$ cat src/source/la_pipe_pkg.sv
`default_nettype none

package la_pipe_pkg;

    localparam int exc_w = 7;

    // Bit positions in the exception bundle.
    localparam int exc_ale  = 6;
    localparam int exc_adef = 5;
    localparam int exc_ine  = 4;
    localparam int exc_sys  = 3;
    localparam int exc_brk  = 2;
    localparam int exc_int  = 1;
    localparam int exc_ertn = 0;

    localparam logic [5:0] ecode_int  = 6'h00;
    localparam logic [5:0] ecode_adef = 6'h08;
    localparam logic [5:0] ecode_ale  = 6'h09;
    localparam logic [5:0] ecode_sys  = 6'h0B;
    localparam logic [5:0] ecode_brk  = 6'h0C;
    localparam logic [5:0] ecode_ine  = 6'h0D;

    localparam int mem_op_w = 3;

    localparam logic [mem_op_w-1:0] mop_none = 3'd0;
    localparam logic [mem_op_w-1:0] mop_ldw  = 3'd1;
    localparam logic [mem_op_w-1:0] mop_ldb  = 3'd2;  // Sign-extended.
    localparam logic [mem_op_w-1:0] mop_ldbu = 3'd3;  // Zero-extended.
    localparam logic [mem_op_w-1:0] mop_stw  = 3'd4;
    localparam logic [mem_op_w-1:0] mop_stb  = 3'd5;

    localparam logic [31:0] eentry_addr = 32'h1C00_8000;

    localparam int ram_aw = 8;

endpackage

`default_nettype wire

$ cat src/source/mem_stage.sv
`timescale 1ns/1ns
`default_nettype none

module mem_stage (
    input  wire                              clk,
    input  wire                              resetn,
    input  wire                              es_to_ms_valid,
    input  wire [31:0]                       es_pc,
    input  wire [la_pipe_pkg::mem_op_w-1:0]  es_mem_op,
    input  wire [31:0]                       es_addr,
    input  wire [31:0]                       es_st_data,
    input  wire                              es_rf_we,
    input  wire [4:0]                        es_rf_waddr,
    input  wire [31:0]                       es_result,
    input  wire [la_pipe_pkg::exc_w-1:0]     es_exc,
    input  wire                              ws_allowin,
    input  wire                              flush,
    input  wire [31:0]                       wb_dat_r,
    input  wire                              wb_ack,
    output logic                             ms_allowin,
    output logic                             ms_to_ws_valid,
    output logic [31:0]                      ms_pc,
    output logic                             ms_rf_we,
    output logic [4:0]                       ms_rf_waddr,
    output logic [31:0]                      ms_rf_wdata,
    output logic [la_pipe_pkg::exc_w-1:0]    ms_exc,
    output logic                             wb_cyc,
    output logic                             wb_stb,
    output logic                             wb_we,
    output logic [31:0]                      wb_adr,
    output logic [3:0]                       wb_sel,
    output logic [31:0]                      wb_dat_w
);

    logic                            ms_valid;
    logic                            ms_up;
    logic                            ms_ready_go;
    logic [la_pipe_pkg::mem_op_w-1:0] ms_mem_op;
    logic [31:0]                     ms_addr;
    logic [31:0]                     ms_st_data;
    logic [31:0]                     ms_result;
    logic [la_pipe_pkg::exc_w-1:0]   ms_exc_q;
    logic [7:0]                      ld_byte;
    logic                            is_load;
    logic                            is_store;
    logic                            is_word;
    logic                            mem_req;

    assign is_load  = (ms_mem_op == la_pipe_pkg::mop_ldw) | (ms_mem_op == la_pipe_pkg::mop_ldb)
                    | (ms_mem_op == la_pipe_pkg::mop_ldbu);
    assign is_store = (ms_mem_op == la_pipe_pkg::mop_stw) | (ms_mem_op == la_pipe_pkg::mop_stb);
    assign is_word  = (ms_mem_op == la_pipe_pkg::mop_ldw) | (ms_mem_op == la_pipe_pkg::mop_stw);

    always_comb begin
        ms_exc = ms_exc_q;
        ms_exc[la_pipe_pkg::exc_ale] = is_word & (ms_addr[1:0] != 2'b00);  // Misaligned word.
    end

    // Access only for a clean instruction.
    assign mem_req     = ms_valid & (is_load | is_store) & ~(|ms_exc);
    assign ms_ready_go = ~mem_req | wb_ack;

    assign ms_allowin     = ms_up & ~flush & (~ms_valid | (ms_ready_go & ws_allowin));
    assign ms_to_ws_valid = ms_valid & ms_ready_go & ~flush;

    assign wb_cyc   = mem_req & ~flush;  // Killed access never starts.
    assign wb_stb   = mem_req & ~flush;
    assign wb_we    = is_store;
    assign wb_adr   = ms_addr;
    assign wb_sel   = is_word ? 4'hF : (4'b0001 << ms_addr[1:0]);
    assign wb_dat_w = is_word ? ms_st_data : {4{ms_st_data[7:0]}};

    always_ff @(posedge clk) begin
        if (!resetn) begin
            ms_up    <= 1'b0;
            ms_valid <= 1'b0;
        end else begin
            ms_up <= 1'b1;
            if (flush) begin
                ms_valid <= 1'b0;
            end else if (ms_allowin) begin
                ms_valid <= es_to_ms_valid;
            end
        end
    end

    always_ff @(posedge clk) begin
        if (ms_allowin & es_to_ms_valid) begin
            ms_pc       <= es_pc;
            ms_mem_op   <= es_mem_op;
            ms_addr     <= es_addr;
            ms_st_data  <= es_st_data;
            ms_rf_we    <= es_rf_we;
            ms_rf_waddr <= es_rf_waddr;
            ms_result   <= es_result;
            ms_exc_q    <= es_exc;
        end
    end

    assign ld_byte = wb_dat_r[ms_addr[1:0]*8 +: 8];

    always_comb begin
        case (ms_mem_op)
            la_pipe_pkg::mop_ldw:  ms_rf_wdata = wb_dat_r;
            la_pipe_pkg::mop_ldb:  ms_rf_wdata = {{24{ld_byte[7]}}, ld_byte};
            la_pipe_pkg::mop_ldbu: ms_rf_wdata = {24'b0, ld_byte};
            default:               ms_rf_wdata = ms_result;
        endcase
    end

endmodule

`default_nettype wire

$ cat config.mk
export PLATFORM = sky130hd
export DESIGN_NAME = mem_stage
export DESIGN_NICKNAME = d
export VERILOG_FILES = /design/src/source/la_pipe_pkg.sv /design/src/source/mem_stage.sv
export SDC_FILE = /design/constraint.sdc
export NUM_CORES = 1
export LEC_CHECK = 0
export ABC_AREA = 0
export BUFFER_PORTS_ARGS = -buffer_cell sky130_fd_sc_hd__buf_2
export CAP_MARGIN = 15
export CELL_PAD_IN_SITES_DETAIL_PLACEMENT = 1
export CELL_PAD_IN_SITES_GLOBAL_PLACEMENT = 1
export CORE_MARGIN = 5
export CORE_UTILIZATION = 30
export CTS_CLUSTER_SIZE = 28
export DETAILED_ROUTE_END_ITERATION = 10
export GPL_TIMING_DRIVEN = 0
export HOLD_SLACK_MARGIN = 0.05
export PLACE_DENSITY = 0.84
export SETUP_SLACK_MARGIN = 0.5
export SLEW_MARGIN = 20
export SYNTH_ARGS = -nofsm -noshare
export SYNTH_HDL_FRONTEND = slang
export SYNTH_SLANG_ARGS = --single-unit
$ cat constraint.sdc
create_clock -name clk -period 24 [get_ports clk]
set_clock_uncertainty 0.15 [all_clocks]
set_input_delay 2.4 -clock clk [delete_from_list [all_inputs] [get_ports clk]]
set_output_delay 2.4 -clock clk [all_outputs]
set_load 0.01 [all_outputs]
# Word level (Yosys, flattened, before mapping)
# Cells that the tools add are included.
[totals] memories=0 reg_bits=145 latch_bits=0 romBits=0 ram_bits=0
[classes] n_bitwise=22 div_mod_pow=0 n_eq_ne=5 shifts=2 n_reduce_logical=3 n_lt_le_gt_ge=0 add_sub_neg=0 n_mul=0 mux=4
[op_table] op="32-bit case mux with 3 select lines" count=1
[op_table] op="32-bit 2-to-1 mux" count=1
[op_table] op="32-bit by 6-bit indexed part select with 8-bit output" count=1
[op_table] op="1-bit bitwise AND" count=10
[op_table] op="1-bit bitwise OR" count=7
[op_table] op="7-bit OR reduction" count=1
[op_table] op="3-bit by 2-bit == test with 1-bit output (second input constant)" count=2
[op_table] op="3-bit == test (second input constant)" count=2
[op_table] op="1-bit NOT" count=5
[op_table] op="4-bit 2-to-1 mux" count=1
[op_table] op="1-bit by 2-bit left shift with 4-bit output (first input constant)" count=1
[op_table] op="3-bit by 1-bit == test with 1-bit output (second input constant)" count=1
[op_table] op="2-bit nonzero test" count=1
[op_table] op="2-bit OR reduction" count=1
[op_table] op="1-bit 2-to-1 mux" count=1

# Longest topological paths before layout
# Gate-level depths: netlist of the first run.
[depth] depth_word=12 mapped_depth=7 depth_no_buf=4

# Worst setup path after synthesis of the first run
# OpenSTA, ideal clock, no wires.
[synth_path] kind="input to register" from="in es_to_ms_valid" to="reg ms_exc_q[0] (netlist name), enable pin" slack_ns=-2.069 n_path_buf=0 setup_time_ns=1.402 t_arrival_ns=24.517 required_ns=22.448 cell_stages=2 cell_sequence="nand2_1 a2111oi_0"
[synth_via] elab_chain_cells=1
[synth_lines] item="start: declaration" line="mem_stage.sv:7" text="input wire es_to_ms_valid,"
[synth_lines] item="1-bit bitwise AND" line="mem_stage.sv:88" text="if (ms_allowin & es_to_ms_valid) begin"
[synth_lines] item="end signal: assignment" line="mem_stage.sv:96" text="ms_exc_q <= es_exc;"
[synth_lines] item="end: declaration" line="mem_stage.sv:42" text="logic [la_pipe_pkg::exc_w-1:0] ms_exc_q;"
# No other way between the ends.
# A chain may end at the register's enable or synchronous reset.

# Final worst setup path of the first run
[layout_path] from="in wb_dat_r[31]" to="out ms_rf_wdata[15]"
[layout_via] elab_chain_cells=2
[layout_lines] item="start: declaration" line="mem_stage.sv:18" text="input wire [31:0] wb_dat_r,"
[layout_lines] item="32-bit by 6-bit indexed part select with 8-bit output" line="mem_stage.sv:100" text="assign ld_byte = wb_dat_r[ms_addr[1:0]*8 +: 8];"
[layout_lines] item="32-bit case mux with 3 select lines" line="mem_stage.sv:103" text="case (ms_mem_op)"
[layout_lines] item="end: declaration" line="mem_stage.sv:25" text="output logic [31:0] ms_rf_wdata,"
# No other way between the ends.

==> flow_metrics.env, run 1 <==
export IMPL_cts_post_setup_buffers_inserted=0
export IMPL_synth_compound_area_share=0.0678
export IMPL_fin_util=0.451
export IMPL_ant_nets=0
export IMPL_cts_repair_resized=0
export IMPL_end_kind="output pin"
export IMPL_synth_top_family_by_area="simple AND/OR/NAND/NOR gates"
export IMPL_seq_area_frac_synth=0.765
export IMPL_hpwl_mm=16.7
export IMPL_avgSynthCellArea_um2=14.9
export IMPL_worst_pin_slew_ns=1.05
export IMPL_cap_viol_max_count=0
export IMPL_layout_min_cycle_time_ns=6.63
export IMPL_hold_path_end="ms_valid"
export IMPL_final_hold_violation_count=0
export IMPL_layout_nets=939
export IMPL_cts_tree="built"
export IMPL_cts_hold_buffers=0
export IMPL_pre_cts_ws_ns=17.39
export IMPL_vias_per_cell=4.66
export IMPL_setup_viol=0
export IMPL_place_congestion=0.795
export IMPL_r2r_start="ms_mem_op[1]"
export IMPL_syn_inst=381
export IMPL_post_route_period_util=0.276
export IMPL_crit_required_ns=21.45
export IMPL_async_flop_share=0
export IMPL_path_class="input pin to output pin"
export IMPL_cts_path_max_buffers=2
export IMPL_grt_pass1_vias=5233
export IMPL_hold_depth=1
export IMPL_hp_start="ms_valid"
export IMPL_cts_buffers=17
export IMPL_cellPowerDensity_mw_per_mm2=74.0
export IMPL_h_tree_depth=4
export IMPL_synth_cell_area_mm2=0.00567
export IMPL_synthDistinctLibCells=29
export IMPL_hold_path_class="register to register"
export IMPL_synth_mux_area_frac=0.0318
export IMPL_cts_sinks=145
export IMPL_layout_drive_gt1_share=0.540
export IMPL_die_area_mm2=0.0217
export IMPL_syn_nets=563
export IMPL_fp_dieH_um=147
export IMPL_final_setup_tns_ns=0
export IMPL_synth_xor_area_share=0
export IMPL_start_util=0.304
export IMPL_drt_iter0_drc=166
export IMPL_vias=4681
export IMPL_rsz0062_at_grt="no"
export IMPL_yosys_area_share_simple=0.0843
export IMPL_core_mm2=0.0186
export IMPL_slew_viol_final=0
export IMPL_total_leakage_power_nw=3.80
export IMPL_drc=0
export IMPL_critPathLaunchType="input pin"
export IMPL_area_delta_synth_final_pct=48.2
export IMPL_r2r_cells=13
export IMPL_grt_antenna_before_repair=1
export IMPL_cts_clk_slew_worst_paths_ns=0.07
export IMPL_synth_common_cells="143 x edfxtp_1, 86 x nand2_1, 37 x inv_1"
export IMPL_port_buffers=330
export IMPL_ios=332
export IMPL_postRouteWirelength_mm=20.6
export IMPL_rows=50
export IMPL_synthTopCellsByArea="edfxtp_1 76%, nand2_1 5.7%, mux4_2 3.2%"
export IMPL_synth_largest_area_cell="edfxtp_1"
export IMPL_clk_latency_ns=0.43
export IMPL_status="complete, no violations"
export IMPL_synth_adder_area_share=0
export IMPL_vdd_drop_max_v=0.0000453
export IMPL_crit_arrival_ns=4.08
export IMPL_die_w_um=147
export IMPL_synth_edff_count=143
export IMPL_grt_start_max_net_pins=17
export IMPL_worstReg2RegEnd="ms_st_data[2]"
export IMPL_grtUsageTotal=0.187
export IMPL_max_freq_mhz=151
export IMPL_yosysMostFrequentCell="edfxtp_1"
export IMPL_synth_seq_cells=145
export IMPL_reg2reg_setup_slack_ns=19.58
export IMPL_yosysWarnings=0
export IMPL_yosysTopAreaCellShare=0.757
export IMPL_fin_ws_ns=17.37
export IMPL_drtPass1Iterations=4
export IMPL_wire_per_inst_um=20.5
export IMPL_clockRootBuffer="clkbuf_16"
export IMPL_fill_cells=2088
export IMPL_grt_ovfl_total=0
export IMPL_synth_flop_cell="edfxtp_1"
export IMPL_relSlewSlack=0.296
export IMPL_cp_max_fo=10
export IMPL_grt_pass1_wl_mm=30.5
## cell families after synthesis
group                  Yosys count
AND/OR/NAND/NOR                118
flip-flops                     145
AO/OA/AOI/OAI                   46
multiplexers                     8
buffers and inverters           64
## worst max-delay path by stage
stage / slack [ns] / cells past startpoint / endpoint / start
2_1_floorplan: 4.97 / 2 / ms_exc_q[0] / wb_ack
3_3_place_gp: -1.44 / 3 / ms_result[20] / wb_ack
3_5_place_dp: 17.39 / 7 / ms_rf_wdata[24] / wb_dat_r[31]
4_1_cts: 17.38 / 7 / ms_rf_wdata[17] / wb_dat_r[31]
5_1_grt: 17.32 / 7 / ms_rf_wdata[20] / wb_dat_r[31]
6_report: 17.37 / 7 / ms_rf_wdata[15] / wb_dat_r[31]
## worst max-delay path, cell delays in order
cell and delay (ns):
buf_2 0.07, inv_1 0.07, mux4_2 0.49, or4b_4 0.56, buf_6 0.18, o311ai_1 0.09
buf_2 0.21
## area by class of cell
class | instances | area [um2] | area share
plain buffers | 27 | 154 | 0.0183
repair buffers | 357 | 1800 | 0.214
well taps | 234 | 293 | 0.0348
flip-flops and latches | 145 | 4330 | 0.516
clock inverters | 14 | 189 | 0.0225
diodes | 1 | 2.50 | 0.000298
multi-input cells | 172 | 1050 | 0.125
inverters | 37 | 139 | 0.0165
clock buffers | 18 | 439 | 0.0523
## stage by stage
| step | hold WS, ns | std cells | total power [mW] | area (um2) |
|---|---|---|---|---|
| 2_1_floorplan | 0.389 | 381 | 0.317 | 5670 |
| 3_3_place_gp | 0.409 | 945 | 0.347 | 7610 |
| 3_5_place_dp | 0.441 | 972 | 0.345 | 7770 |
| 4_1_cts | 0.480 | 1004 | 0.629 | 8400 |
| 5_1_grt | 0.504 | 1004 | 0.647 | 8400 |
| 6_report | 0.484 | 1005 | 0.622 | 8400 |
## power by group
part / switching, mW / internal, mW
registers: 0.00243 / 0.287
logic: 0.0271 / 0.0231
clock network: 0.120 / 0.162
## routing by layer
metal  routed length [um]  global-route usage  vias to the layer above
met1                 7480               0.198                     2265
met2                10900               0.340                      236
met5                    7                   0                        -
met4                  403              0.0606                        2
li1                     -                   -                     2149
met3                 1790              0.0733                       29
## flip-flops by register name, indices dropped and copies added (netlist names)
| register | cells |
|---|---|
| ms_valid | 1 |
| ms_result | 32 |
| ms_exc_q | 6 |
| wb_adr | 32 |
| ms_mem_op | 3 |
| ms_rf_waddr | 5 |
| ms_st_data | 32 |
| ms_rf_we | 1 |
| ms_pc | 32 |
| ms_up | 1 |
## layout by cell type (no fill, tap or decap), drive strengths merged, types with 3 or more instances in the layout
cell type    n
a2111oi      4
edfxtp     143
inv         46
nand2b       4
o311ai      24
nor2        22
mux4         8
nor2b        3
buf        372
nand2       86
clkbuf      30
o21ai        4
a311oi       7
Power figures use the tool's default switching activity.
==> inputs of run 2 (changes only) <==
--- a/config.mk
+++ b/config.mk
@@ -11,12 +11,12 @@
 export CELL_PAD_IN_SITES_DETAIL_PLACEMENT = 1
 export CELL_PAD_IN_SITES_GLOBAL_PLACEMENT = 1
 export CORE_MARGIN = 5
-export CORE_UTILIZATION = 30
+export CORE_UTILIZATION = 33
 export CTS_CLUSTER_SIZE = 28
 export DETAILED_ROUTE_END_ITERATION = 10
 export GPL_TIMING_DRIVEN = 0
 export HOLD_SLACK_MARGIN = 0.05
-export PLACE_DENSITY = 0.84
+export PLACE_DENSITY = 0.88
 export SETUP_SLACK_MARGIN = 0.5
 export SLEW_MARGIN = 20
 export SYNTH_ARGS = -nofsm -noshare
==> constraint.sdc (replaced) <==
create_clock -name clk -period 6.6 [get_ports clk]
set_clock_uncertainty 0.15 [all_clocks]
set_input_delay 0.66 -clock clk [delete_from_list [all_inputs] [get_ports clk]]
set_output_delay 0.66 -clock clk [all_outputs]
set_load 0.01 [all_outputs]
==> run 2 against run 1 <==
  * Die area shrank 8.5%
  * Design area decreased by 0.43%
  * Clock-buffer cell count decreased by 1
  * First-iteration DRC count rose by 28%
  * Worst hold slack worse by 0.25 ns
  * Clock power grew to 3.4 times the previous value
  * Sequential power increased to 3.6 times the previous value
  * Utilization grew 4.0 points
  * Power grew to 3.5 times the previous value
  * Non-clock buffer count shrank 13
  * Global-route usage up 1.2 points
  * Critical endpoint is now wb_dat_w[25]
  * Largest power group unchanged
==> flow_metrics.env, run 2 (synthesis gave the netlist of run 1 again) <==
export IMPL_multi_input_area_mm2=0.00109
export IMPL_cts_buffers=17
export IMPL_postRouteWirelength_mm=20.2
export IMPL_critPathLaunchType="register"
export IMPL_wl_met1_mm=7.14
export IMPL_cts_sinks=145
export IMPL_cp_depth=7
export IMPL_status="complete, no violations"
export IMPL_wire_per_inst_um=20.5
export IMPL_max_freq_mhz=284
export IMPL_hold_path_class="input pin to register"
export IMPL_layout_nets=926
export IMPL_crit_required_ns=5.79
export IMPL_slew_viol_final=0
export IMPL_dr_wl_met2_mm=10.9
export IMPL_finalNonFillerCells=982
export IMPL_cts_path_max_buffers=2
export IMPL_register_area_mm2=0.00433
export IMPL_grt_ovfl_total=0
export IMPL_cts_post_setup_buffers_inserted=0
export IMPL_vias=4595
export IMPL_cap_viol_max_count=0
export IMPL_cellPowerDensity_mw_per_mm2=262
export IMPL_area_delta_synth_final_pct=47.6
export IMPL_final_hold_violation_count=0
export IMPL_end_kind="output pin"
export IMPL_die_w_um=141
export IMPL_cts_hold_buffers=0
export IMPL_place_congestion=0.841
export IMPL_r2r_start="ms_mem_op[2]"
export IMPL_r2r_cells=8
export IMPL_die_area_mm2=0.0199
export IMPL_hold_depth=1
export IMPL_vdd_drop_max_v=0.000179
export IMPL_core_mm2=0.0171
export IMPL_grt_start_max_net_pins=17
export IMPL_cp_max_fo=10
export IMPL_ios=332
export IMPL_cts_repair_resized=0
export IMPL_layout_commonest_cell="buf_2"
export IMPL_startpoint="ms_mem_op[0]"
export IMPL_hpwl_mm=16.2
export IMPL_grt_pass1_vias=5162
export IMPL_fin_util=0.490
export IMPL_vias_per_cell=4.68
export IMPL_worst_pin_slew_ns=0.797
export IMPL_power_mw=2.19
export IMPL_diodes=0
export IMPL_ant_nets=0
export IMPL_dr_wl_met3_mm=1.66
export IMPL_dr_max_layer_used="met5"
export IMPL_clk_latency_ns=0.42
export IMPL_cp_top_family="buffers and inverters"
export IMPL_path_class="register to output pin"
export IMPL_layout_common_cells="332 x buf_2, 143 x edfxtp_1, 86 x nand2_1"
export IMPL_h_tree_depth=4
export IMPL_setup_viol=0
export IMPL_cp_slowest_cell="edfxtp_1"
export IMPL_cts_clk_slew_worst_paths_ns=0.06
export IMPL_fill_cells=1890
export IMPL_layout_min_cycle_time_ns=3.53
export IMPL_critPathBufInv=3
export IMPL_post_route_period_util=0.534
export IMPL_grt_antenna_before_repair=2
export IMPL_start_util=0.332
export IMPL_grt_pass1_wl_mm=29.6
export IMPL_drtPass1Iterations=4
export IMPL_slowest_delay_ns=0.53
export IMPL_crit_chain="clkbuf_1, nand2b_1, a21oi_1, clkbuf_1, nand2_1, nand2_1, buf_2"
export IMPL_grtUsageTotal=0.199
export IMPL_port_buffers=330
export IMPL_rows=48
export IMPL_drt_iter0_drc=213
export IMPL_hp_start="resetn"
export IMPL_layout_drive_gt1_share=0.530
export IMPL_relSlewSlack=0.455
export IMPL_dp_cells=950
export IMPL_crit_arrival_ns=2.72
export IMPL_rsz0062_at_grt="no"
export IMPL_clockRootBuffer="clkbuf_16"
export IMPL_total_leakage_power_nw=3.72
export IMPL_cts_tree="built"
export IMPL_drc=0
export IMPL_fp_dieH_um=141
run 2: cell type report:
cell class,count,share of cell area
clock buffer,17,0.0509
timing repair buffer,344,0.213
inverter,37,0.0166
multi-input combinational,172,0.130
buffer,27,0.0191
clock inverter,15,0.0187
tap,225,0.0337
sequential,145,0.518
run 2: worst reg2reg max path: stages, from the launching register on:
cell	delay, ns
edfxtp_1	0.55
nor2_4	0.31
a21boi_4	0.29
a2111oi_4	0.08
a2111oi_4	0.73
buf_6	0.25
buf_4	0.22
buf_4	0.21
buf_6	0.17
run 2: metrics by stage:
step | setup slack, ns | hold slack, ns | setup TNS [ns] | cell area, um2
final | 3.07 | 0.233 | 0 | 8370
after global routing | 2.83 | 0.214 | 0 | 8370
after CTS | 2.99 | 0.218 | 0 | 8370
after detailed placement | 3.28 | 0.468 | 0 | 7780
after global placement | -1.81 | 0.444 | -258.27 | 7660
after floorplan | 0.206 | 0.424 | 0 | 5720
run 2: power by group:
group | switching, mW | internal (mW)
clock | 0.393 | 0.559
sequential | 0.00947 | 1.04
combinational | 0.0981 | 0.0847
run 2: path summary, 6_finish.rpt:
kind                                       end  slack (ns)
worst max-delay path              wb_dat_w[25]        3.07
worst max register to register  ms_st_data[13]        3.33
worst min-delay path                     ms_up        0.23
worst min register to register        ms_valid        0.48
run 2: layer usage:
metal	vias to the layer above	track usage
met5	-	0
met4	4	0.0648
met3	38	0.0739
met2	215	0.362
li1	2117	-
met1	2221	0.211
