`src/source/la_pipe_pkg.sv`:
```
`default_nettype none

package la_pipe_pkg;

    localparam int exc_w = 7;

    // Bit positions in the exception bundle.
    localparam int exc_ale  = 6;
    localparam int exc_adef = 5;
    localparam int exc_ine  = 4;
    localparam int exc_sys  = 3;
    localparam int exc_brk  = 2;
    localparam int exc_int  = 1;
    localparam int exc_ertn = 0;

    localparam logic [5:0] ecode_int  = 6'h00;
    localparam logic [5:0] ecode_adef = 6'h08;
    localparam logic [5:0] ecode_ale  = 6'h09;
    localparam logic [5:0] ecode_sys  = 6'h0B;
    localparam logic [5:0] ecode_brk  = 6'h0C;
    localparam logic [5:0] ecode_ine  = 6'h0D;

    localparam int mem_op_w = 3;

    localparam logic [mem_op_w-1:0] mop_none = 3'd0;
    localparam logic [mem_op_w-1:0] mop_ldw  = 3'd1;
    localparam logic [mem_op_w-1:0] mop_ldb  = 3'd2;  // Sign-extended.
    localparam logic [mem_op_w-1:0] mop_ldbu = 3'd3;  // Zero-extended.
    localparam logic [mem_op_w-1:0] mop_stw  = 3'd4;
    localparam logic [mem_op_w-1:0] mop_stb  = 3'd5;

    localparam logic [31:0] eentry_addr = 32'h1C00_8000;

    localparam int ram_aw = 8;

endpackage

`default_nettype wire

```
`src/source/exc_csr.sv`:
```
`timescale 1ns/1ns
`default_nettype none

module exc_csr (
    input  wire                            clk,
    input  wire                            resetn,
    input  wire                            ws_exc,
    input  wire                            ertn_flush,
    input  wire [31:0]                     ws_pc,
    input  wire [la_pipe_pkg::exc_w-1:0]   ws_exc_bits,
    output logic                           flush,
    output logic [31:0]                    flush_target,
    output logic [31:0]                    csr_era,
    output logic [5:0]                     csr_ecode
);

    logic [5:0] exc_ecode;

    always_comb begin
        if (ws_exc_bits[la_pipe_pkg::exc_int]) begin
            exc_ecode = la_pipe_pkg::ecode_int;
        end else if (ws_exc_bits[la_pipe_pkg::exc_adef]) begin
            exc_ecode = la_pipe_pkg::ecode_adef;
        end else if (ws_exc_bits[la_pipe_pkg::exc_ine]) begin
            exc_ecode = la_pipe_pkg::ecode_ine;
        end else if (ws_exc_bits[la_pipe_pkg::exc_sys]) begin
            exc_ecode = la_pipe_pkg::ecode_sys;
        end else if (ws_exc_bits[la_pipe_pkg::exc_brk]) begin
            exc_ecode = la_pipe_pkg::ecode_brk;
        end else begin
            exc_ecode = la_pipe_pkg::ecode_ale;
        end
    end

    always_ff @(posedge clk) begin
        if (!resetn) begin
            csr_era   <= 32'b0;
            csr_ecode <= 6'b0;
        end else if (ws_exc) begin
            csr_era   <= ws_pc;
            csr_ecode <= exc_ecode;
        end
    end

    assign flush        = ws_exc | ertn_flush;
    assign flush_target = ws_exc ? la_pipe_pkg::eentry_addr : csr_era;  // Exception wins.

endmodule

`default_nettype wire

```
`config.mk`:
```
export PLATFORM = sky130hd
export DESIGN_NAME = exc_csr
export DESIGN_NICKNAME = d
export VERILOG_FILES = /design/src/source/la_pipe_pkg.sv /design/src/source/exc_csr.sv
export SDC_FILE = /design/constraint.sdc
export NUM_CORES = 1
export LEC_CHECK = 0
export BUFFER_PORTS_ARGS = -buffer_cell sky130_fd_sc_hd__buf_4
export CORE_ASPECT_RATIO = 0.9
export CORE_MARGIN = 2
export CORE_UTILIZATION = 43
export CTS_BUF_LIST = sky130_fd_sc_hd__clkbuf_4
export DETAILED_ROUTE_END_ITERATION = 6
export PLACE_DENSITY = 0.92
export SETUP_SLACK_MARGIN = 0.05
export SLEW_MARGIN = 5
export SYNTH_ARGS = -nofsm -noshare
export SYNTH_HDL_FRONTEND = slang
export SYNTH_SLANG_ARGS = --single-unit
```
`constraint.sdc`:
```
create_clock -name clk -period 1 [get_ports clk]
set_input_delay 0.1 -clock clk [delete_from_list [all_inputs] [get_ports clk]]
set_output_delay 0.1 -clock clk [all_outputs]
set_load 0.005 [all_outputs]
```
Yosys cells after proc, flatten, opt, wreduce, memory -nomap -nowiden
Index checks and enable logic that the tools add are counted.
W data, S select, Z words.
{ "word_totals": {"out_inout_bits": 71, "rom_bits": 0, "memories": 0, "register_bits": 38, "ram_bits": 0, "latchBits": 0} }
{ "classes": {"shifts": 0, "n_lt_le_gt_ge": 0, "n_mux": 6, "bitwise": 1, "addsub": 0, "div_mod_pow": 0, "reduce_logical": 0, "mul": 0, "n_eq_ne": 0} }
{ "op_table": {"columns": ["cell", "count"], "rows": [
  ["$mux W32", 1],
  ["$mux W3", 4],
  ["$mux W4", 1],
  ["$or A1 B1 Y1", 1]
]} }

Depth between registers and ports, before layout
Gate-level depths: netlist of the first run.
{ "logic_depth": {"word_depth": 5, "depth_mapped": 4, "mapped_depth_nobuf": 3} }

Least setup slack after synthesis of the first run
Ideal clock, no wire load.
{ "synth_path": {"path_kind": "register to register", "startpoint": "reg csr_era[21] (netlist name)", "endpoint": "reg csr_era[21]", "setup_ns": 0.065, "slack_ns": 0.286, "path_buffers": 0, "arrival_time_ns": 0.649, "stages_incl_launch_ff": 4, "cell_sequence": "dfxtp_1 > nor2b_1 > a21oi_1 > nor2b_1"} }
{ "synth_lines": {"columns": ["element", "line", "source"], "rows": [
  ["end signal, assigned", "exc_csr.sv:40", "csr_era <= ws_pc;"],
  ["end, declared", "exc_csr.sv:13", "output logic [31:0] csr_era,"]
]} }

Final worst setup path of the first run
{ "layout_path": {"startpoint": "reg csr_era[27]", "endpoint": "out flush_target[27]"} }
{ "layout_between": {"elab_chain_len": 1} }
{ "layout_rtl": {"columns": ["element", "line", "source"], "rows": [
  ["$mux W32", "exc_csr.sv:46", "assign flush_target = ws_exc ? la_pipe_pkg::eentry_addr : csr_era;"],
  ["end, declared", "exc_csr.sv:12", "output logic [31:0] flush_target,"]
]} }
No other way between the ends.

==> results.ini, run 1 <==
[placed_design]
gp_congestion=0.742
dpl_cell_area_mm2=0.00232
hpwl_um=2860
io_buffer_count=109

[drt]
drt_iter0_drc=129
first_pass_iters=4
drc=0
wl_per_cell_um=22.8
drt-vias-per-instance=5.47
ant_nets=0
vias=1831
routed_wl_um=7630

[grt]
grt_pass1_vias=1643
grt_use_total=0.280
grt_pass1_wl_um=8000
grt_antenna_before_repair=0
grt_max_degree=22
grt-ovfl-total=0

[synth]
ys.flop_type=dfxtp_1
netlist_area_mm2=0.00145
synth_area_leaders=dfxtp_1 50%, nor2b_1 26%, a21oi_1 10%, mux2i_1 2.8%, or2_2 2.2%
synth_most_common_cell=nor2b_1
synth_top_family_by_area=simple AND/OR/NAND/NOR gates
synth-xor-area-share=0
synth-compound-area-share=0.119
syn_inst=159
ys_async_sr_fraction=0
muxShareOfSynthArea=0.0277
ys_warn_count=0
synth_edf_count=0
synth.distinct_cells=16
synth.avg_cell_area_um2=9.10
synth.ff_latch_count=36
yosysTopAreaCellShare=0.498
synthTopCellsByCount=61 x nor2b_1, 36 x dfxtp_1, 29 x a21oi_1, 6 x buf_2, 5 x or2_2
synth_top_cell_by_area=dfxtp_1
synth_adder_area_share=0
seq_area_frac_synth=0.498
synth_simple_gate_area_share=0.309

[clock_tree]
cts_buffers=5
clkLatencyLatePin_ns=0.35
cts_tree=done
clockBufferDepth=2
cts_root_buffer=clkbuf_4
cts_sinks=36
clk_pin_slew_ns=0.11
cts_max_level=2

[critical_path]
worst_ep_required_time_ns=0.90
criticalPathCategory=reg2out
path_max_fanout=2
max_stage_delay_ns=0.35
end_kind=primary output
cp-start-kind=flop
crit_chain=or2_4, buf_6
slowest_stage=dfxtp_2
arrival_ns=1.05

[layout]
drive_gt1_frac=0.720
num-nets-final=335
antenna_cells=0
area_growth_pct=109
multi_input_area_um2=898
layout.area.seq_um2=762
fin_area_mm2=0.00303
num-fill-cells=54

[timing]
fin_crit_sh=1.15
setup-violations-final=45
hold_viol=0
max_freq_mhz=871
drv_slew=0
finClkSkew_ns=0
holdWs_ns=0.00477
finalCriticalPeriod_ns=1.15
setup_ws_ns=-0.149
grt_setup_unrepaired=true

[power_and_ir_drop]
p_clk_frac=0.252
p_comb_frac=0.272
p_switching_uw=942
swShare=0.283
ir_worst_vdd_mv=1.10
power_frac_seq=0.476
powerDensity_mw_per_mm2=1100
p_leak_uw=0.00138
p_int_uw=2390

[floorplan]
die_w_um=65.2
rows=19
core_mm2=0.00314
die_h_um=59.0
die-area_mm2=0.00385
io_pins=114
start_util=0.461

[flow_run]
cap_violations=0

[outcome]
status=finished, violations left
violations=negative setup slack

[worst_hold_path]
min_path_type=in2reg

[stage by stage]
| stage | std cells | setup WS [ns] | power (µW) | setup TNS (ns) | util |
|---|---|---|---|---|---|
| 2_1_floorplan | 160 | 0.286 | 1800 | 0 | - |
| 3_3_place_gp | 303 | 0.0764 | 2150 | 0 | 0.738 |
| 3_5_place_dp | 303 | 0.0432 | 2170 | 0 | 0.738 |
| 4_1_cts | 324 | -0.107 | 3100 | -1.35 | 0.901 |
| 5_1_grt | 335 | -0.165 | 3420 | -4.10 | 0.966 |
| 6_report | 335 | -0.149 | 3330 | -2.88 | 0.966 |
[flip-flops by register name (all words and copies together), names as in the netlist]
| register | flops |
|---|---|
| csr_ecode | 4 |
| csr_era | 32 |
[worst max-delay path, delay by kind of cell (launching register included)]
kind,cells,cell delay [ns]
DFF,1,0.35
buffers and inverters,1,0.11
and+or+nand+nor,1,0.23
[final cells by class]
class,instances,share of cell area
clock buffer,7,0.0173
tap,42,0.0173
sequential,36,0.251
multi-input combinational,111,0.296
inverter,1,0.00124
timing repair buffer,137,0.415
clock inverter,1,0.00124
[cells in the final DEF, fill, tap and decap left out]
master | netlist | routed
nor3b_1 | 1 | 1
o211a_1 | 1 | 1
buf_6 | 0 | 53
nor2b_4 | 0 | 28
dfxtp_1 | 36 | 3
nand2_1 | 4 | 4
or2_4 | 0 | 4
dfxtp_2 | 0 | 33
buf_12 | 0 | 2
a21oi_2 | 0 | 3
clkbuf_4 | 0 | 7
clkinv_1 | 0 | 1
buf_4 | 2 | 80
nor2b_1 | 61 | 33
mux2i_1 | 4 | 4
conb_1 | 1 | 2
inv_1 | 1 | 1
or2_2 | 5 | 1
dlygate4sd3_1 | 0 | 2
a21oi_1 | 29 | 26
o21ai_0 | 2 | 2
o31ai_1 | 1 | 1
nand4bb_1 | 1 | 1
[per-layer routing]
metal,global-route usage,part of all wire
met4,0.116,0.062
met5,0,0
met1,0.298,0.33
met3,0.110,0.11
met2,0.500,0.49
[final timing paths]
| kind | startpoint | slack [ns] | end | cells past startpoint |
|---|---|---|---|---|
| worst max-delay path | csr_era[27] | -0.15 | flush_target[27] | 2 |
| worst min-delay path | ws_pc[1] | 0.005 | csr_era[1] | 3 |
| worst max register to register | csr_era[18] | -0.03 | csr_era[18] | 5 |
| worst min register to register | csr_ecode[0] | 0.50 | csr_ecode[0] | 2 |
[logic make-up (layout without fill, tap and decap cells)]
group / Yosys count / after routing
AO/OA/AOI/OAI: 33 / 33
buffers and inverters: 13 / 146
flip-flops: 36 / 36
AND/OR/NAND/NOR: 72 / 72
multiplexers: 4 / 4
other: 1 / 2
[power groups by stage]
| stage | Sequential [µW] | Combinational (µW) | Clock, µW |
|---|---|---|---|
| final | 1590 | 905 | 838 |
| after global routing | 1590 | 940 | 890 |
| after CTS | 1560 | 753 | 783 |
| after detailed placement | 1580 | 588 | 0 |
| after global placement | 1580 | 576 | 0 |
| after floorplan | 1580 | 220 | 0 |
[repair_timing]
| action | 4_1_cts | 5_1_grt |
|---|---|---|
| endpoints found under the setup margin | 32 | 45 |
| resized for setup | 114 | 35 |
| buffers inserted | 12 | 10 |
| endpoints found under the hold margin | 1 | 1 |
| gates cloned | 0 | 0 |
| hold buffers | 1 | 1 |
No activity file was read; power rests on OpenSTA's default activity.
==> run 2, diff against run 1 <==
Settings changed: CORE_UTILIZATION 43 to 40, PLACE_DENSITY 0.92 to 0.87.
Clock period 1 ns to 1.2 ns, I/O delays scaled along.
==> results.ini, run 2 (synthesized netlist as in run 1, its figures left out) <==
[outcome]
status=completed  ; was finished, violations left

[layout]
mostFrequentLayoutCells=110 x buf_4, 38 x nor2b_1, 29 x a21oi_1, 29 x dfxtp_1, 21 x nor2b_2  ; was 80 x buf_4, 53 x buf_6, 33 x nor2b_1, 33 x dfxtp_2, 28 x nor2b_4
largestRegisters=csr_era (32), csr_ecode (4)  ; unchanged
largest_reg_flops=32  ; unchanged
area_growth_pct=74.0  ; was 109%
num-fill-cells=264  ; was 54
antenna_cells=0  ; unchanged
num-nets-final=316  ; was 335
drive_gt1_frac=0.575  ; was 0.720
mostFrequentLayoutCell=buf_4  ; unchanged
top_register=csr_era  ; unchanged

[clock_tree]
clkLatencyLatePin_ns=0.33  ; was 0.35 ns
cts_buffers=5  ; unchanged
cts_max_level=2  ; unchanged
clockBufferDepth=2  ; unchanged
clk_pin_slew_ns=0.10  ; was 0.11 ns
cts_tree=done  ; unchanged
cts_sinks=36  ; unchanged
cts_root_buffer=clkbuf_4  ; unchanged

[critical_path]
end_kind=primary output  ; unchanged
r2r_slack_ns=0.43  ; was -0.03 ns
arrival_ns=1.01  ; was 1.05 ns
criticalPathCategory=reg2out  ; unchanged
worst_ep_required_time_ns=1.08  ; was 0.90 ns
path_max_fanout=2  ; unchanged
r2r-start=csr_era[27]  ; was csr_era[18]
r2r-end=csr_era[27]  ; was csr_era[18]
cp-start-kind=flop  ; unchanged
startpoint=csr_era[26]  ; was csr_era[27]
worstRegToRegCells=3  ; was 5

[worst_hold_path]
holdPathEnd=csr_era[29]  ; was csr_era[1]
hold_depth=3  ; unchanged
min_path_type=in2reg  ; unchanged
hold_path_startpoint=ws_pc[29]  ; was ws_pc[1]

[timing]
max_freq_mhz=881
tns_ns=0  ; was -2.88 ns
drv_slew=0  ; unchanged
grt_setup_unrepaired=true  ; unchanged
fin_crit_sh=0.946
finClkSkew_ns=0  ; unchanged
finalCriticalPeriod_ns=1.13
hold_viol=0  ; unchanged
setup-violations-final=0  ; was 45
setup_ws_ns=0.0651  ; was -0.149 ns

[drt]
drc=0  ; unchanged
vias=1461  ; was 1831
drt_iter0_drc=35  ; was 129
drt-vias-per-instance=4.61  ; was 5.47
wl_per_cell_um=12.8  ; was 22.8 µm
first_pass_iters=4  ; unchanged
ant_nets=0  ; unchanged
routed_wl_um=4070  ; was 7630 µm

[power_and_ir_drop]
powerDensity_mw_per_mm2=956  ; was 1100 mW/mm²
ir_worst_vdd_mv=0.642  ; was 1.10 mV
p_leak_uw=0.00119  ; was 0.00138 µW

[grt]
grt_antenna_before_repair=0  ; unchanged
grt-ovfl-total=0  ; unchanged
grt_pass1_vias=1337  ; was 1643
grt_use_total=0.198  ; was 0.280
grt_max_degree=28  ; was 22
grt_pass1_wl_um=6000  ; was 8000 µm

[placed_design]
io_buffer_count=109  ; unchanged
gp_congestion=0.645  ; was 0.742
hpwl_um=2910  ; was 2860 µm
place_ws_ns=0.220  ; was 0.0432 ns

[flow_run]
cap_violations=0  ; unchanged

[floorplan]
die_h_um=61.1  ; was 59.0 µm
die_w_um=67.4  ; was 65.2 µm
start_util=0.422  ; was 0.461
io_pins=114  ; unchanged
rows=20  ; was 19
core_mm2=0.00343  ; was 0.00314 mm²
die-area_mm2=0.00412  ; was 0.00385 mm²

-- run 2: changes by cell type in the layout (fill, tap and decap cells not counted), moves of 2 or more --
| cell | previous run | this run |
|---|---|---|
| clkbuf_4 | 7 | 5 |
| dfxtp_2 | 33 | 7 |
| buf_4 | 80 | 110 |
| a21oi_1 | 26 | 29 |
| a21oi_2 | 3 | 0 |
| buf_6 | 53 | 4 |
| dfxtp_1 | 3 | 29 |
| nor2b_2 | 0 | 21 |
| nor2b_4 | 28 | 2 |
| nor2b_1 | 33 | 38 |
-- run 2: layout make-up --
| class | count | area [µm²] | area share |
|---|---|---|---|
| Clock buffer | 5 | 37.5 | 0.0149 |
| Tap cell | 44 | 55.1 | 0.0219 |
| Multi-Input combinational cell | 111 | 744 | 0.296 |
| Sequential cell | 36 | 729 | 0.290 |
| Inverter | 1 | 3.75 | 0.00149 |
| Timing Repair Buffer | 118 | 941 | 0.374 |
| Clock inverter | 2 | 7.51 | 0.00298 |
-- run 2: worst max-delay path by stage --
stage	end	slack, ns	depth (start not counted)
6_report	flush_target[26]	0.07	2
5_1_grt	flush_target[16]	0.01	2
4_1_cts	flush_target[8]	0.06	2
3_5_place_dp	flush_target[27]	0.22	4
3_3_place_gp	flush	0.23	4
2_1_floorplan	csr_era[21]	0.49	3
-- run 2: through the flow --
stage          cell area (µm²)  hold WS [ns]  cells  total power (µW)   util
4_1_cts                   2450        0.0246    317              2410  0.715
6_report                  2520        0.0377    317              2410  0.735
2_1_floorplan             1450         0.223    160              1500      -
3_5_place_dp              2330         0.331    305              1810  0.680
3_3_place_gp              2330         0.328    305              1800  0.680
5_1_grt                   2520        0.0259    317              2560  0.735
-- run 2: worst max-delay path: stages (launching register included) --
cell,delay (ns)
dfxtp_2,0.34
or2_4,0.23
buf_6,0.11
-- run 2: what timing repair did --
item / in CTS / in global routing
hold buffers: 1 / 0
gates resized for setup: 14 / 26
endpoints found under the setup margin: 6 / 26
hold endpoints to repair: 1 / 0
buffers inserted: 4 / 0
-- run 2: routing by layer --
metal  vias up  GRT usage  part of all wire
met5         -          0                 0
met4         0     0.0583             0.012
met3         6     0.0841              0.11
met2        75      0.358              0.49
met1       639      0.213              0.39
li1        741          -                 -
-- run 2: where the power goes --
part	leakage (µW)	total, µW	internal (µW)	switching, µW
sequential	0.000299	1290	1260	32.1
combinational	0.000863	545	346	199
clock	0.0000261	570	204	366
total	0.00119	2410	1810	597
==> run 3, diff against run 2 <==
Settings changed: CORE_ASPECT_RATIO 0.9 to 0.6.
==> results.ini, run 3 (synthesized netlist as in run 1, its figures left out) <==
[floorplan]
io_pins=114  ; unchanged
rows=16  ; was 20
start_util=0.430  ; was 0.422
die_w_um=81.7  ; was 67.4 µm
die-area_mm2=0.00413  ; was 0.00412 mm²
core_mm2=0.00336  ; was 0.00343 mm²
die_h_um=50.6  ; was 61.1 µm

[grt]
grt_use_total=0.185  ; was 0.198
grt-ovfl-total=0  ; unchanged
grt_antenna_before_repair=0  ; unchanged
grt_max_degree=26  ; was 28
grt_pass1_wl_um=5780  ; was 6000 µm
grt_pass1_vias=1349  ; was 1337

[clock_tree]
cts_root_buffer=clkbuf_4  ; unchanged
clk_pin_slew_ns=0.10  ; about the same
cts_tree=done  ; unchanged
clockBufferDepth=2  ; unchanged
cts_buffers=5  ; unchanged
clkLatencyLatePin_ns=0.31  ; was 0.33 ns
cts_sinks=36  ; unchanged
cts_max_level=2  ; unchanged

[critical_path]
criticalPathCategory=reg2out  ; unchanged
path_buf_inv=1  ; unchanged
r2r-end=csr_era[29]  ; was csr_era[27]
end_kind=primary output  ; unchanged
arrival_ns=1.01  ; about the same
r2r_slack_ns=0.39  ; was 0.43 ns
worstRegToRegCells=3  ; unchanged
slowest_stage=dfxtp_2  ; unchanged
crit_chain=or2_4, buf_6  ; unchanged
path_max_fanout=2  ; unchanged
worst_ep_required_time_ns=1.08  ; about the same
cpLargestDelayFamily=flip-flops  ; unchanged
r2r-start=csr_era[29]  ; was csr_era[27]
max_stage_delay_ns=0.34  ; about the same
cp-start-kind=flop  ; unchanged

[timing]
hold_viol=0  ; unchanged
drv_slew=0  ; unchanged
grt_setup_unrepaired=true  ; unchanged
setup-violations-final=0  ; unchanged
finClkSkew_ns=0  ; unchanged
setup_ws_ns=0.0736  ; was 0.0651 ns
tns_ns=0  ; unchanged
max_freq_mhz=888  ; was 881 MHz
fin_crit_sh=0.939  ; was 0.946
finalCriticalPeriod_ns=1.13  ; about the same

[layout]
num-fill-cells=253  ; was 264
antenna_cells=0  ; unchanged
largestRegisters=csr_era (32), csr_ecode (4)  ; unchanged
final_cells=319  ; was 317
layout.area.seq_um2=727  ; was 729 µm²
mostFrequentLayoutCell=buf_4  ; unchanged
area_growth_pct=73.6  ; was 74.0%
largest_reg_flops=32  ; unchanged
multi_input_area_um2=742  ; was 744 µm²
num-nets-final=316  ; unchanged
drive_gt1_frac=0.577  ; was 0.575
top_register=csr_era  ; unchanged
mostFrequentLayoutCells=111 x buf_4, 37 x nor2b_1, 31 x dfxtp_1  ; was 110 x buf_4, 38 x nor2b_1, 29 x a21oi_1, 29 x dfxtp_1, 21 x nor2b_2

[placed_design]
gp_congestion=0.774  ; was 0.645
place_inst=306  ; was 305
hpwl_um=2920  ; was 2910 µm
place_ws_ns=0.264  ; was 0.220 ns
io_buffer_count=109  ; unchanged

[drt]
wl_per_cell_um=12.6  ; was 12.8 µm
routed_wl_um=4020  ; was 4070 µm
drc=0  ; unchanged
drt_iter0_drc=23  ; was 35
ant_nets=0  ; unchanged
first_pass_iters=3  ; was 4
drt-vias-per-instance=4.64  ; was 4.61
vias=1480  ; was 1461

[outcome]
status=completed  ; unchanged

[worst_hold_path]
min_path_type=in2reg  ; unchanged
hold_depth=3  ; unchanged
holdPathEnd=csr_era[4]  ; was csr_era[29]
hold_path_startpoint=ws_pc[4]  ; was ws_pc[29]

[power_and_ir_drop]
p_leak_uw=0.00119  ; about the same
powerDensity_mw_per_mm2=976  ; was 956 mW/mm²
ir_worst_vdd_mv=0.625  ; was 0.642 mV

[flow_run]
cap_violations=0  ; unchanged

## run 3: changes by cell type in the layout (fill, tap and decap cells not counted), sizes merged
cell | before | now
clkbuf | 5 | 7
clkinv | 2 | 1
## run 3: layout make-up
type	instances	share of cell area
tap	45	0.0224
sequential	36	0.289
clock inverter	1	0.00149
inverter	1	0.00149
multi-input combinational	111	0.295
timing repair buffer	118	0.369
clock buffer	7	0.0209
## run 3: metal layers
metal / vias up / wire [µm] / part of all wire / GRT usage
met1: 665 / 1620 / 0.40 / 0.202
li1: 743 / - / - / -
met3: 2 / 511 / 0.13 / 0.0863
met4: 0 / 19 / 0.0047 / 0.0583
met5: - / 0 / 0 / 0
met2: 70 / 1870 / 0.47 / 0.320
## run 3: repair_timing
action	CTS	global route
endpoints found under the hold margin	1	0
setup buffers	4	0
hold buffers	1	0
setup endpoints to repair	4	26
resized for setup	12	26
## run 3: how the worst max path moves through the flow
stage | end | cells after the start | startpoint
6_report | flush_target[28] | 2 | csr_era[28]
5_1_grt | flush_target[8] | 2 | csr_era[8]
4_1_cts | flush_target[8] | 2 | csr_era[8]
3_5_place_dp | csr_era[16] | 5 | ws_exc
3_3_place_gp | csr_era[31] | 5 | ws_exc
2_1_floorplan | csr_era[21] | 3 | csr_era[21]
## run 3: worst register-to-register path, stage by stage, from the launching register on
cell     delay [ns]
dfxtp_1        0.37
nor2b_2        0.19
a21oi_1        0.06
nor2b_1        0.13
## run 3: power by group
group	internal [µW]	switching (µW)
Sequential	1260	33.1
Clock	271	352
Combinational	340	198
## run 3: metrics by stage
stage | power [µW] | utilization | instance area, µm² | hold WS, ns
finish | 2450 | 0.747 | 2510 | 0.0463
detailed placement | 1810 | 0.690 | 2320 | 0.338
CTS | 2460 | 0.728 | 2450 | 0.0301
global route | 2600 | 0.747 | 2510 | 0.0312
global placement | 1800 | 0.690 | 2320 | 0.330
floorplan | 1500 | - | 1450 | 0.223
